**config.mk**
```make
export PLATFORM = sky130hd
export DESIGN_NAME = texture_datapath
export DESIGN_NICKNAME = d
export VERILOG_FILES = /design/src/design/texture_pkg.sv /design/src/design/hist_pkg.sv /design/src/design/pixel_window.sv /design/src/design/riu2_encoder.sv /design/src/design/joint_histogram.sv /design/src/design/texture_datapath.sv
export SDC_FILE = /design/constraint.sdc
export NUM_CORES = 1
export LEC_CHECK = 0
export BUFFER_PORTS_ARGS = -buffer_cell sky130_fd_sc_hd__buf_4
export CORE_ASPECT_RATIO = 0.75
export CORE_MARGIN = 2
export CORE_UTILIZATION = 33
export DETAILED_ROUTE_END_ITERATION = 6
export PLACE_DENSITY = 0.54
export REMOVE_ABC_BUFFERS = 1
export SKIP_CTS_REPAIR_TIMING = 1
export SLEW_MARGIN = 20
export SYNTH_ARGS = -nofsm -noshare
export SYNTH_HDL_FRONTEND = slang
export SYNTH_SLANG_ARGS = --single-unit
```
**constraint.sdc**
```tcl
create_clock -name clk -period 12.76 [get_ports clk]
set_input_delay 0 -clock clk [delete_from_list [all_inputs] [get_ports clk]]
set_output_delay 0 -clock clk [all_outputs]
set_load 0.02 [all_outputs]
```
**src/design/texture_pkg.sv**
```systemverilog
package texture_pkg;

  // ring size for the 3x3 neighbourhood
  localparam int NUM_NEIGHBOURS = 8;

  // ring code meaning more than two transitions
  localparam logic [3:0] RING_NON_UNIFORM = 4'd9;

  typedef logic [7:0] pixel_t;

  // ring[0] is top-left, then clockwise
  typedef struct packed {
    pixel_t                           centre;
    pixel_t [NUM_NEIGHBOURS-1:0]      ring;
  } window_t;

  // 0 to 8 ones for uniform patterns, 9 otherwise
  typedef logic [3:0] ring_code_t;

endpackage

```
**src/design/hist_pkg.sv**
```systemverilog
package hist_pkg;

  // two centre classes times ten ring codes
  localparam int NUM_BINS = 20;

  typedef logic [4:0]  bin_idx_t;
  typedef logic [15:0] count_t;

  typedef struct packed {
    logic     valid;
    bin_idx_t idx;
  } desc_t;

  // readout sequencing
  typedef enum logic [1:0] {
    ACCUM,
    FULL,
    READ,
    DONE
  } hist_state_e;

endpackage

```
**src/design/pixel_window.sv**
```systemverilog
module pixel_window #(
  parameter int COLS = 8,
  parameter int ROWS = 6
) (
  input  logic                 clk,
  input  logic                 rst_n,
  input  texture_pkg::pixel_t  pixel_i,
  input  logic                 pixel_valid_i,
  output texture_pkg::window_t win_o,
  output logic                 win_valid_o
);

  localparam int CW = $clog2(COLS);
  localparam int RW = $clog2(ROWS);

  logic [CW-1:0] col_q;
  logic [RW-1:0] row_q;

  // line0 holds the previous row, line1 the one above it
  texture_pkg::pixel_t line0_q [COLS];
  texture_pkg::pixel_t line1_q [COLS];

  // 3x3 shift window, index 2 is the newest column
  texture_pkg::pixel_t [2:0] top_q;
  texture_pkg::pixel_t [2:0] mid_q;
  texture_pkg::pixel_t [2:0] bot_q;

  // raster position of the incoming pixel
  always_ff @(posedge clk) begin
    if (!rst_n) begin
      col_q       <= '0;
      row_q       <= '0;
      win_valid_o <= 1'b0;
    end else begin
      win_valid_o <= pixel_valid_i && (col_q >= CW'(2)) && (row_q >= RW'(2));
      if (pixel_valid_i) begin
        if (col_q == CW'(COLS - 1)) begin
          col_q <= '0;
          // wrap at frame end so the next frame starts aligned
          row_q <= (row_q == RW'(ROWS - 1)) ? '0 : row_q + 1'b1;
        end else begin
          col_q <= col_q + 1'b1;
        end
      end
    end
  end

  always_ff @(posedge clk) begin
    if (pixel_valid_i) begin
      line1_q[col_q] <= line0_q[col_q];
      line0_q[col_q] <= pixel_i;
      top_q          <= {line1_q[col_q], top_q[2:1]};
      mid_q          <= {line0_q[col_q], mid_q[2:1]};
      bot_q          <= {pixel_i, bot_q[2:1]};
    end
  end

  // centre sits one row up and one column left of the newest pixel
  always_comb begin
    win_o.centre  = mid_q[1];
    win_o.ring[0] = top_q[0];
    win_o.ring[1] = top_q[1];
    win_o.ring[2] = top_q[2];
    win_o.ring[3] = mid_q[2];
    win_o.ring[4] = bot_q[2];
    win_o.ring[5] = bot_q[1];
    win_o.ring[6] = bot_q[0];
    win_o.ring[7] = mid_q[0];
  end

endmodule

```
**src/design/riu2_encoder.sv**
```systemverilog
module riu2_encoder (
  input  logic                 clk,
  input  logic                 rst_n,
  input  texture_pkg::window_t win_i,
  input  logic                 win_valid_i,
  output hist_pkg::desc_t      desc_o
);

  typedef struct packed {
    logic                                  valid;
    logic                                  ci;
    logic [texture_pkg::NUM_NEIGHBOURS-1:0] bits;
  } thresh_t;

  logic [10:0]         sum;
  texture_pkg::pixel_t mean;
  thresh_t             thresh_d;
  thresh_t             thresh_q;

  logic [3:0]              ones;
  logic [3:0]              trans;
  texture_pkg::ring_code_t code;
  hist_pkg::bin_idx_t      idx;

  // stage 1: neighbour mean and threshold bits
  always_comb begin
    sum = '0;
    for (int k = 0; k < texture_pkg::NUM_NEIGHBOURS; k++) begin
      sum = sum + 11'(win_i.ring[k]);
    end
    mean           = sum[10:3];
    thresh_d.valid = win_valid_i;
    thresh_d.ci    = (win_i.centre >= mean);
    for (int k = 0; k < texture_pkg::NUM_NEIGHBOURS; k++) begin
      thresh_d.bits[k] = (win_i.ring[k] >= mean);
    end
  end

  always_ff @(posedge clk) begin
    if (!rst_n) begin
      thresh_q.valid <= 1'b0;
    end else begin
      thresh_q.valid <= thresh_d.valid;
    end
  end

  always_ff @(posedge clk) begin
    thresh_q.ci   <= thresh_d.ci;
    thresh_q.bits <= thresh_d.bits;
  end

  // stage 2: circular transitions and ones count
  always_comb begin
    ones  = '0;
    trans = '0;
    for (int k = 0; k < texture_pkg::NUM_NEIGHBOURS; k++) begin
      ones  = ones + 4'(thresh_q.bits[k]);
      trans = trans + 4'(thresh_q.bits[k] ^
                         thresh_q.bits[(k + 1) % texture_pkg::NUM_NEIGHBOURS]);
    end
    code = (trans <= 4'd2) ? ones : texture_pkg::RING_NON_UNIFORM;
    // bright centres land in the upper ten bins
    idx  = hist_pkg::bin_idx_t'(code) + (thresh_q.ci ? 5'd10 : 5'd0);
  end

  always_ff @(posedge clk) begin
    if (!rst_n) begin
      desc_o.valid <= 1'b0;
    end else begin
      desc_o.valid <= thresh_q.valid;
    end
  end

  always_ff @(posedge clk) begin
    desc_o.idx <= idx;
  end

endmodule

```
**src/design/joint_histogram.sv**
```systemverilog
module joint_histogram #(
  parameter int COLS = 8,
  parameter int ROWS = 6
) (
  input  logic            clk,
  input  logic            rst_n,
  input  hist_pkg::desc_t desc_i,
  input  logic            read_en_i,
  output hist_pkg::count_t bin_o,
  output logic            bin_valid_o,
  output logic            frame_done_o,
  output logic            read_done_o
);

  // descriptors per frame, interior pixels only
  localparam int INTERIOR = (ROWS - 2) * (COLS - 2);

  hist_pkg::count_t      bins_q [hist_pkg::NUM_BINS];
  hist_pkg::count_t      desc_cnt_q;
  hist_pkg::bin_idx_t    rd_idx_q;
  hist_pkg::hist_state_e state_q;

  logic accept;
  logic emit;

  assign accept = desc_i.valid && (state_q == hist_pkg::ACCUM);
  assign emit   = read_en_i &&
                  ((state_q == hist_pkg::FULL) || (state_q == hist_pkg::READ));

  // bin counters, single-cycle increment so repeats to one bin all count
  always_ff @(posedge clk) begin
    if (!rst_n) begin
      for (int b = 0; b < hist_pkg::NUM_BINS; b++) begin
        bins_q[b] <= '0;
      end
    end else if (accept) begin
      bins_q[desc_i.idx] <= bins_q[desc_i.idx] + 1'b1;
    end else if (emit) begin
      // clear on read
      bins_q[rd_idx_q] <= '0;
    end
  end

  always_ff @(posedge clk) begin
    if (emit) begin
      bin_o <= bins_q[rd_idx_q];
    end
  end

  // frame and readout sequencing
  always_ff @(posedge clk) begin
    if (!rst_n) begin
      state_q      <= hist_pkg::ACCUM;
      desc_cnt_q   <= '0;
      rd_idx_q     <= '0;
      bin_valid_o  <= 1'b0;
      frame_done_o <= 1'b0;
      read_done_o  <= 1'b0;
    end else begin
      bin_valid_o  <= 1'b0;
      frame_done_o <= 1'b0;
      read_done_o  <= 1'b0;
      case (state_q)
        hist_pkg::ACCUM: begin
          if (accept) begin
            if (desc_cnt_q == hist_pkg::count_t'(INTERIOR - 1)) begin
              desc_cnt_q   <= '0;
              frame_done_o <= 1'b1;
              state_q      <= hist_pkg::FULL;
            end else begin
              desc_cnt_q <= desc_cnt_q + 1'b1;
            end
          end
        end
        hist_pkg::FULL, hist_pkg::READ: begin
          // read_en_i low simply pauses here
          if (emit) begin
            bin_valid_o <= 1'b1;
            if (rd_idx_q == hist_pkg::bin_idx_t'(hist_pkg::NUM_BINS - 1)) begin
              rd_idx_q <= '0;
              state_q  <= hist_pkg::DONE;
            end else begin
              rd_idx_q <= rd_idx_q + 1'b1;
              state_q  <= hist_pkg::READ;
            end
          end
        end
        hist_pkg::DONE: begin
          read_done_o <= 1'b1;
          state_q     <= hist_pkg::ACCUM;
        end
        default: begin
          state_q <= hist_pkg::ACCUM;
        end
      endcase
    end
  end

endmodule

```
**src/design/texture_datapath.sv**
```systemverilog
module texture_datapath #(
  parameter int COLS = 8,
  parameter int ROWS = 6
) (
  input  logic                clk,
  input  logic                rst_n,
  input  texture_pkg::pixel_t pixel_i,
  input  logic                pixel_valid_i,
  input  logic                read_en_i,
  output hist_pkg::count_t    bin_o,
  output logic                bin_valid_o,
  output logic                frame_done_o,
  output logic                read_done_o
);

  texture_pkg::window_t win;
  logic                 win_valid;
  hist_pkg::desc_t      desc;

  pixel_window #(
    .COLS(COLS),
    .ROWS(ROWS)
  ) i_pixel_window (
    .clk          (clk),
    .rst_n        (rst_n),
    .pixel_i      (pixel_i),
    .pixel_valid_i(pixel_valid_i),
    .win_o        (win),
    .win_valid_o  (win_valid)
  );

  riu2_encoder i_riu2_encoder (
    .clk        (clk),
    .rst_n      (rst_n),
    .win_i      (win),
    .win_valid_i(win_valid),
    .desc_o     (desc)
  );

  joint_histogram #(
    .COLS(COLS),
    .ROWS(ROWS)
  ) i_joint_histogram (
    .clk         (clk),
    .rst_n       (rst_n),
    .desc_i      (desc),
    .read_en_i   (read_en_i),
    .bin_o       (bin_o),
    .bin_valid_o (bin_valid_o),
    .frame_done_o(frame_done_o),
    .read_done_o (read_done_o)
  );

endmodule

```
# Word level (Yosys, flattened, before mapping)
# Memory sizes are Yosys's and may differ from the RTL's. A register that Yosys moved wholly into a read port is not among the register bits.
# Cells that the tools add are included.
[classes] add_sub_neg=27 n_lt_le_gt_ge=12 n_eq_ne=10 mux=31 bitwise=8 reduce_logical=15
[ops] operator=">= comparator 8 bit" n=9
[ops] operator="adder 11 x 8 -> 11 bit" n=6
[ops] operator="2-to-1 mux 16 bit" n=3
[ops] operator="adder 16 x 1 -> 16 bit (second input constant)" n=2
[ops] operator="OR reduction 16 bit" n=2
[ops] operator="adder 4 bit" n=7
[ops] operator="adder 4 x 1 -> 4 bit" n=6
[ops] operator="equality test 16 x 5 -> 1 bit (second input constant)" n=1
[ops] operator="2-to-1 mux 1 bit" n=15
[ops] operator="2-to-1 mux 5 bit" n=3
[ops] operator="2-to-1 mux 3 bit" n=4
[ops] operator="adder 8 x 8 -> 9 bit" n=1
[ops] operator="2-to-1 mux 4 bit" n=2
[ops] operator="AND reduction 2 bit" n=4
[ops] operator="XOR 1 bit" n=8
[ops] operator="adder 3 x 1 -> 3 bit (second input constant)" n=2
[ops] operator="equality test 3 bit (second input constant)" n=2
[ops] operator=">= comparator 3 x 2 -> 1 bit (second input constant)" n=2
[ops] operator="2-to-1 mux 2 bit" n=3
[ops] operator="case mux 2 bit (3 select lines)" n=1
[ops] operator="AND reduction 3 bit" n=2
[ops] operator="adder 4 x 5 -> 5 bit" n=1
[ops] operator="adder 5 x 1 -> 5 bit (second input constant)" n=1
[ops] operator="equality test 5 bit (second input constant)" n=1
[ops] operator="10 further kinds" n=15
[totals] ff_bits=113 mem_bits_rw=448 output_inout_bits=19 elab_cells=128 mem_count=3
[mem_list] memory="i_joint_histogram.bins_q" words=20 width=16 read_ports=2 rd_ports_with_merged_regs=2 write_ports=20 line_no="joint_histogram.sv:18" text="hist_pkg::count_t bins_q [hist_pkg::NUM_BINS];"
[mem_list] memory="i_pixel_window.line0_q" words=8 width=8 read_ports=1 rd_ports_with_merged_regs=1 write_ports=1 line_no="pixel_window.sv:20" text="texture_pkg::pixel_t line0_q [COLS];"
[mem_list] memory="i_pixel_window.line1_q" words=8 width=8 read_ports=1 rd_ports_with_merged_regs=1 write_ports=1 line_no="pixel_window.sv:21" text="texture_pkg::pixel_t line1_q [COLS];"

# Logic depth before layout (Yosys ltp)
[depth] word_depth=11 ltp_mapped=25 ltp_nobuf=25

# Modules after synthesis
# From an unflattened synthesis, not the netlist that was laid out.
[hier_totals] hier_cells=2766 hier_area_um2=39595.5
[by_module_without_submodules] module="joint_histogram" instances=1 cells_per_inst=1996 area_per_inst_um2=28158.3 seq_area_each_um2=16375.7
[by_module_without_submodules] module="pixel_window" instances=1 cells_per_inst=351 area_per_inst_um2=7561.0 seq_area_each_um2=6206.0
[by_module_without_submodules] module="riu2_encoder" instances=1 cells_per_inst=419 area_per_inst_um2=3876.2 seq_area_each_um2=320.3

# Worst setup path before layout
# No wires, ideal clock.
[synth_path] path_kind="register -> register" startpoint="register i_pixel_window.top_q (netlist bit i_pixel_window.win_o[8])" endpoint="register i_riu2_encoder.thresh_q[2] (netlist bit)" setup_ns=0.127 arrival_time_ns=6.143 t_required_ns=12.633 slack_ns=6.490 path_stages_with_launch=24 n_path_buf=0 period_less_slack_ns=6.270 path_cell_list="edfxtp_1 > ha_1 > inv_1 > fa_1 > xnor2_1 > fa_1 > inv_1 > fa_1 > fa_1 > fa_1 > inv_1 > ha_1 > a41o_1 > a21oi_1 > o21bai_1 > a21oi_1 > inv_1 > a21oi_1 > xor2_1 > ha_1 > a21o_1 > a21o_1 > maj3_1 > maj3_1"
[synth_lines] element="from (decl)" line_no="pixel_window.sv:24" text="texture_pkg::pixel_t [2:0] top_q;"
[synth_lines] element="from (signal assigned)" line_no="pixel_window.sv:52" text="top_q <= {line1_q[col_q], top_q[2:1]};"
[synth_lines] element="to (decl)" line_no="riu2_encoder.sv:18" text="thresh_t thresh_q;"

==> qor.json <==
{
  "critical_path": {
    "worst_ep_required_time_ns": 13.30,
    "arrival_time_of_the_worst_setup_path_ns": 7.48,
    "endpoint_kind": "flip-flop",
    "startpoint_type": "flip-flop",
    "worst_path_maximum_fanout": 9,
    "critPathKind": "reg2reg"
  },
  "timing": {
    "slew_violations": 0,
    "final_period_utilization_pct": 54.4,
    "worst_slew_margin_rel_pct": 18.6,
    "clock-skew-final_ns": 0.0248,
    "timing_worst_slew_pin_value_ns": 1.22,
    "report.final.hold_viol_count": 0,
    "fmax_mhz": 144,
    "timing.setup.tns_ns": 0,
    "rsz0062_at_grt": "no",
    "finalSetupViolCount": 0,
    "period_needed_ns": 6.94,
    "layout_setup_ws_ns": 5.82
  },
  "floorplanning": {
    "floorplan.initialDensity_pct": 33.4,
    "die-width_microns": 400,
    "fp.coreArea_sq_um": 116000,
    "design.die.area_sq_um": 120000,
    "die_height_microns": 301,
    "std_cell_rows": 108,
    "ios": 31
  },
  "pwr": {
    "irDropWorstVdd_mv": 0.284,
    "cell_internal_power_uw": 7170,
    "power_switching_share_pct": 38.9,
    "p_seq_share_pct": 28.1,
    "power.total_uw": 11700,
    "power.density_cell_area_nw_per_um2": 270,
    "power.leakage_uw": 0.0152,
    "share_comb_of_total_power_pct": 50.4,
    "clk_pwr_share_pct": 21.4,
    "switchingPower_uw": 4560
  },
  "synthesis": {
    "largest_area_contributor_in_the_netlist": "edfxtp_1",
    "netlist_area_sq_um": 38700,
    "ys_ff_latch": 780,
    "synth_sequential_area_ratio_pct": 59.1,
    "synth_top_cell_area_share_pct": 56.4,
    "yosysWarnings": 0,
    "yosysUniqueCellTypes": 72,
    "post_synth.cell_area_avg_sq_um": 15.7,
    "ys_async_sr_fraction_pct": 0,
    "syn-instance-count": 2475,
    "synth-edff-count": 728,
    "yosys-top-cells-area": "edfxtp_1 (56%), mux4_2 (17%), nor2_1 (3.6%), ha_1 (2.9%), dfxtp_1 (2.7%)",
    "dominantRegCellSynth": "edfxtp_1"
  },
  "final_layout": {
    "area_growth_pct": 12.2,
    "final_layout_size_suffix_gt1_share_pct": 23.3,
    "num-fill-cells": 10723,
    "final_cell_area_sq_um": 43500,
    "layout.cells.most_common": "edfxtp_1",
    "fin_util_pct": 37.5,
    "num-nets-final": 2636,
    "highest_count_cells_in_the_layout_ignoring_fill_and_taps": "edfxtp_1 (728), nor2_1 (360), mux4_2 (297)",
    "n_antenna_cell": 0
  },
  "job": {
    "drv_cap": 0
  },
  "global_route": {
    "antenna_found_initial": 2,
    "gr-usage-all-layers_pct": 17.4,
    "vias_in_the_first_global_route": 23178,
    "wire_length_of_the_first_global_routing_pass_microns": 154000,
    "grt.overflow.total": 0,
    "largest_net_degree_at_the_start_of_global_routing": 55
  },
  "routing": {
    "drc": 0,
    "route.detailed.wl_per_inst_microns": 25.3,
    "drt_first_pass_iters": 7,
    "viasPerCell": 5.45,
    "vias": 22282,
    "drt_first_iter_violations": 2184,
    "detail-route-antenna-nets": 0,
    "wire_length_after_detailed_routing_microns": 104000
  },
  "clocking": {
    "tritoncts": "built",
    "numCtsBuffers": 84,
    "clkLatencyLatePin_ns": 0.68,
    "h-tree-depth": 3,
    "max-clock-path-buffers": 3,
    "clkSlewWorstSetupHoldPaths_ns": 0.06,
    "clock-sinks": 780,
    "cts_root_buffer": "clkbuf_16"
  },
  "min_path": {
    "hp-class": "in2reg"
  },
  "place": {
    "preCtsSetupSlack_ns": 5.79,
    "placed_cell_area_sq_um": 40500,
    "placement.io_buffers": 30,
    "hpwl_microns": 69900,
    "globalplace.congestion": 0.808
  },
  "run_status": {
    "outcome": "finished clean"
  }
}
-- flip-flops by register name, summed over array words and instances (netlist names), 5 cells and up, named ones only --
signal	flops
i_riu2_encoder.desc_o	6
i_joint_histogram.bins_q	512
i_riu2_encoder.thresh_q	10
i_joint_histogram.desc_cnt_q	16
i_pixel_window.line1_q	64
i_joint_histogram.rd_idx_q	5
i_pixel_window.line0_q	64
i_pixel_window.win_o	72
i_joint_histogram.bin_o	16
-- power by group through the flow --
stage / sequential, uW / combinational (uW) / clock (uW)
floorplan: 3400 / 4320 / 0
global placement: 3350 / 5670 / 0
detailed placement: 3350 / 5950 / 0
CTS: 3300 / 5970 / 2570
global route: 3310 / 6710 / 2660
finish: 3300 / 5920 / 2520
-- final cells by class --
type	instances	area (sq um)	share of cell area [%]
timing repair buffer	94	739	1.70
multi-input combinational	1428	14700	33.8
inverter	99	372	0.855
tap	1540	1930	4.43
clock inverter	42	541	1.24
clock buffer	109	2270	5.21
sequential	780	22900	52.7
-- cells by family after synthesis --
kind of cell               after synthesis  synth area share, %
DFF                                    780                 59.1
muxes                                  397                 20.2
and+or+nand+nor                        635                 7.09
adders and majority gates              155                 5.78
AOI/OAI and AO/OA                      186                 3.42
xor gates and xnor gates                55                 1.26
buffers and inverters                  267                 3.16
-- layer usage --
layer | share of wire, % | wire length, microns | vias to the layer above | global-route usage, %
met3 | 8.3 | 8560 | 136 | 3.71
met2 | 43 | 44500 | 894 | 25.1
met4 | 1.7 | 1810 | 4 | 3.85
li1 | - | - | 9555 | -
met1 | 47 | 48700 | 11693 | 26.8
met5 | 0.025 | 26 | - | 0
-- synth_stat cells, types with 11 or more instances --
cell and count:
nor2b_1 12, and2_1 11, buf_2 32, mux2i_1 55, clkbuf_1 88, o21ai_0 18, edfxtp_1 728, mux2_2 39
mux4_2 297, xnor2_1 28, buf_1 28, a22oi_1 44, fa_1 46, maj3_1 18, xor2_1 26, a21oi_1 27
ha_1 91, a21o_1 52, nand2_1 107, and3_1 11, nand3_1 45, nor2_1 373, nor3_1 27, inv_1 98
nand2b_1 16, dfxtp_1 52
-- final timing paths --
check                                                start                            to  slack (ns)  cells past startpoint
worst max-delay path               i_pixel_window.win_o[8]    i_riu2_encoder.thresh_q[3]        5.82                     23
worst max register to register     i_pixel_window.win_o[8]    i_riu2_encoder.thresh_q[3]        5.82                     23
worst min-delay path                            pixel_i[2]  i_pixel_window.line0_q[4][2]        0.16                      2
worst min register to register  i_pixel_window.win_valid_o    i_riu2_encoder.thresh_q[9]        0.43                      1
-- per-stage QoR --
step / instances / hold WS (ns)
2_1_floorplan: 2307 / 0.0989
3_3_place_gp: 3929 / 0.267
3_5_place_dp: 3929 / 0.280
4_1_cts: 4080 / -0.449
5_1_grt: 4092 / 0.139
6_report: 4092 / 0.156
-- critical path: stages, from the launching register on --
cell and delay, ns:
edfxtp_1 0.38, ha_1 0.18, inv_1 0.05, fa_1 0.40, xnor2_1 0.16, fa_1 0.48, inv_1 0.06, fa_1 0.51
fa_1 0.52, fa_1 0.52, inv_1 0.05, ha_1 0.28, a41o_1 0.21, a21oi_1 0.23, o21bai_1 0.15, a21oi_1 0.26
inv_1 0.07, a21oi_1 0.18, xor2_1 0.70, ha_1 0.37, a21o_1 0.16, a21o_1 0.18, maj3_1 0.35, maj3_1 0.36
Note: power is estimated with default switching activity, not from simulation.
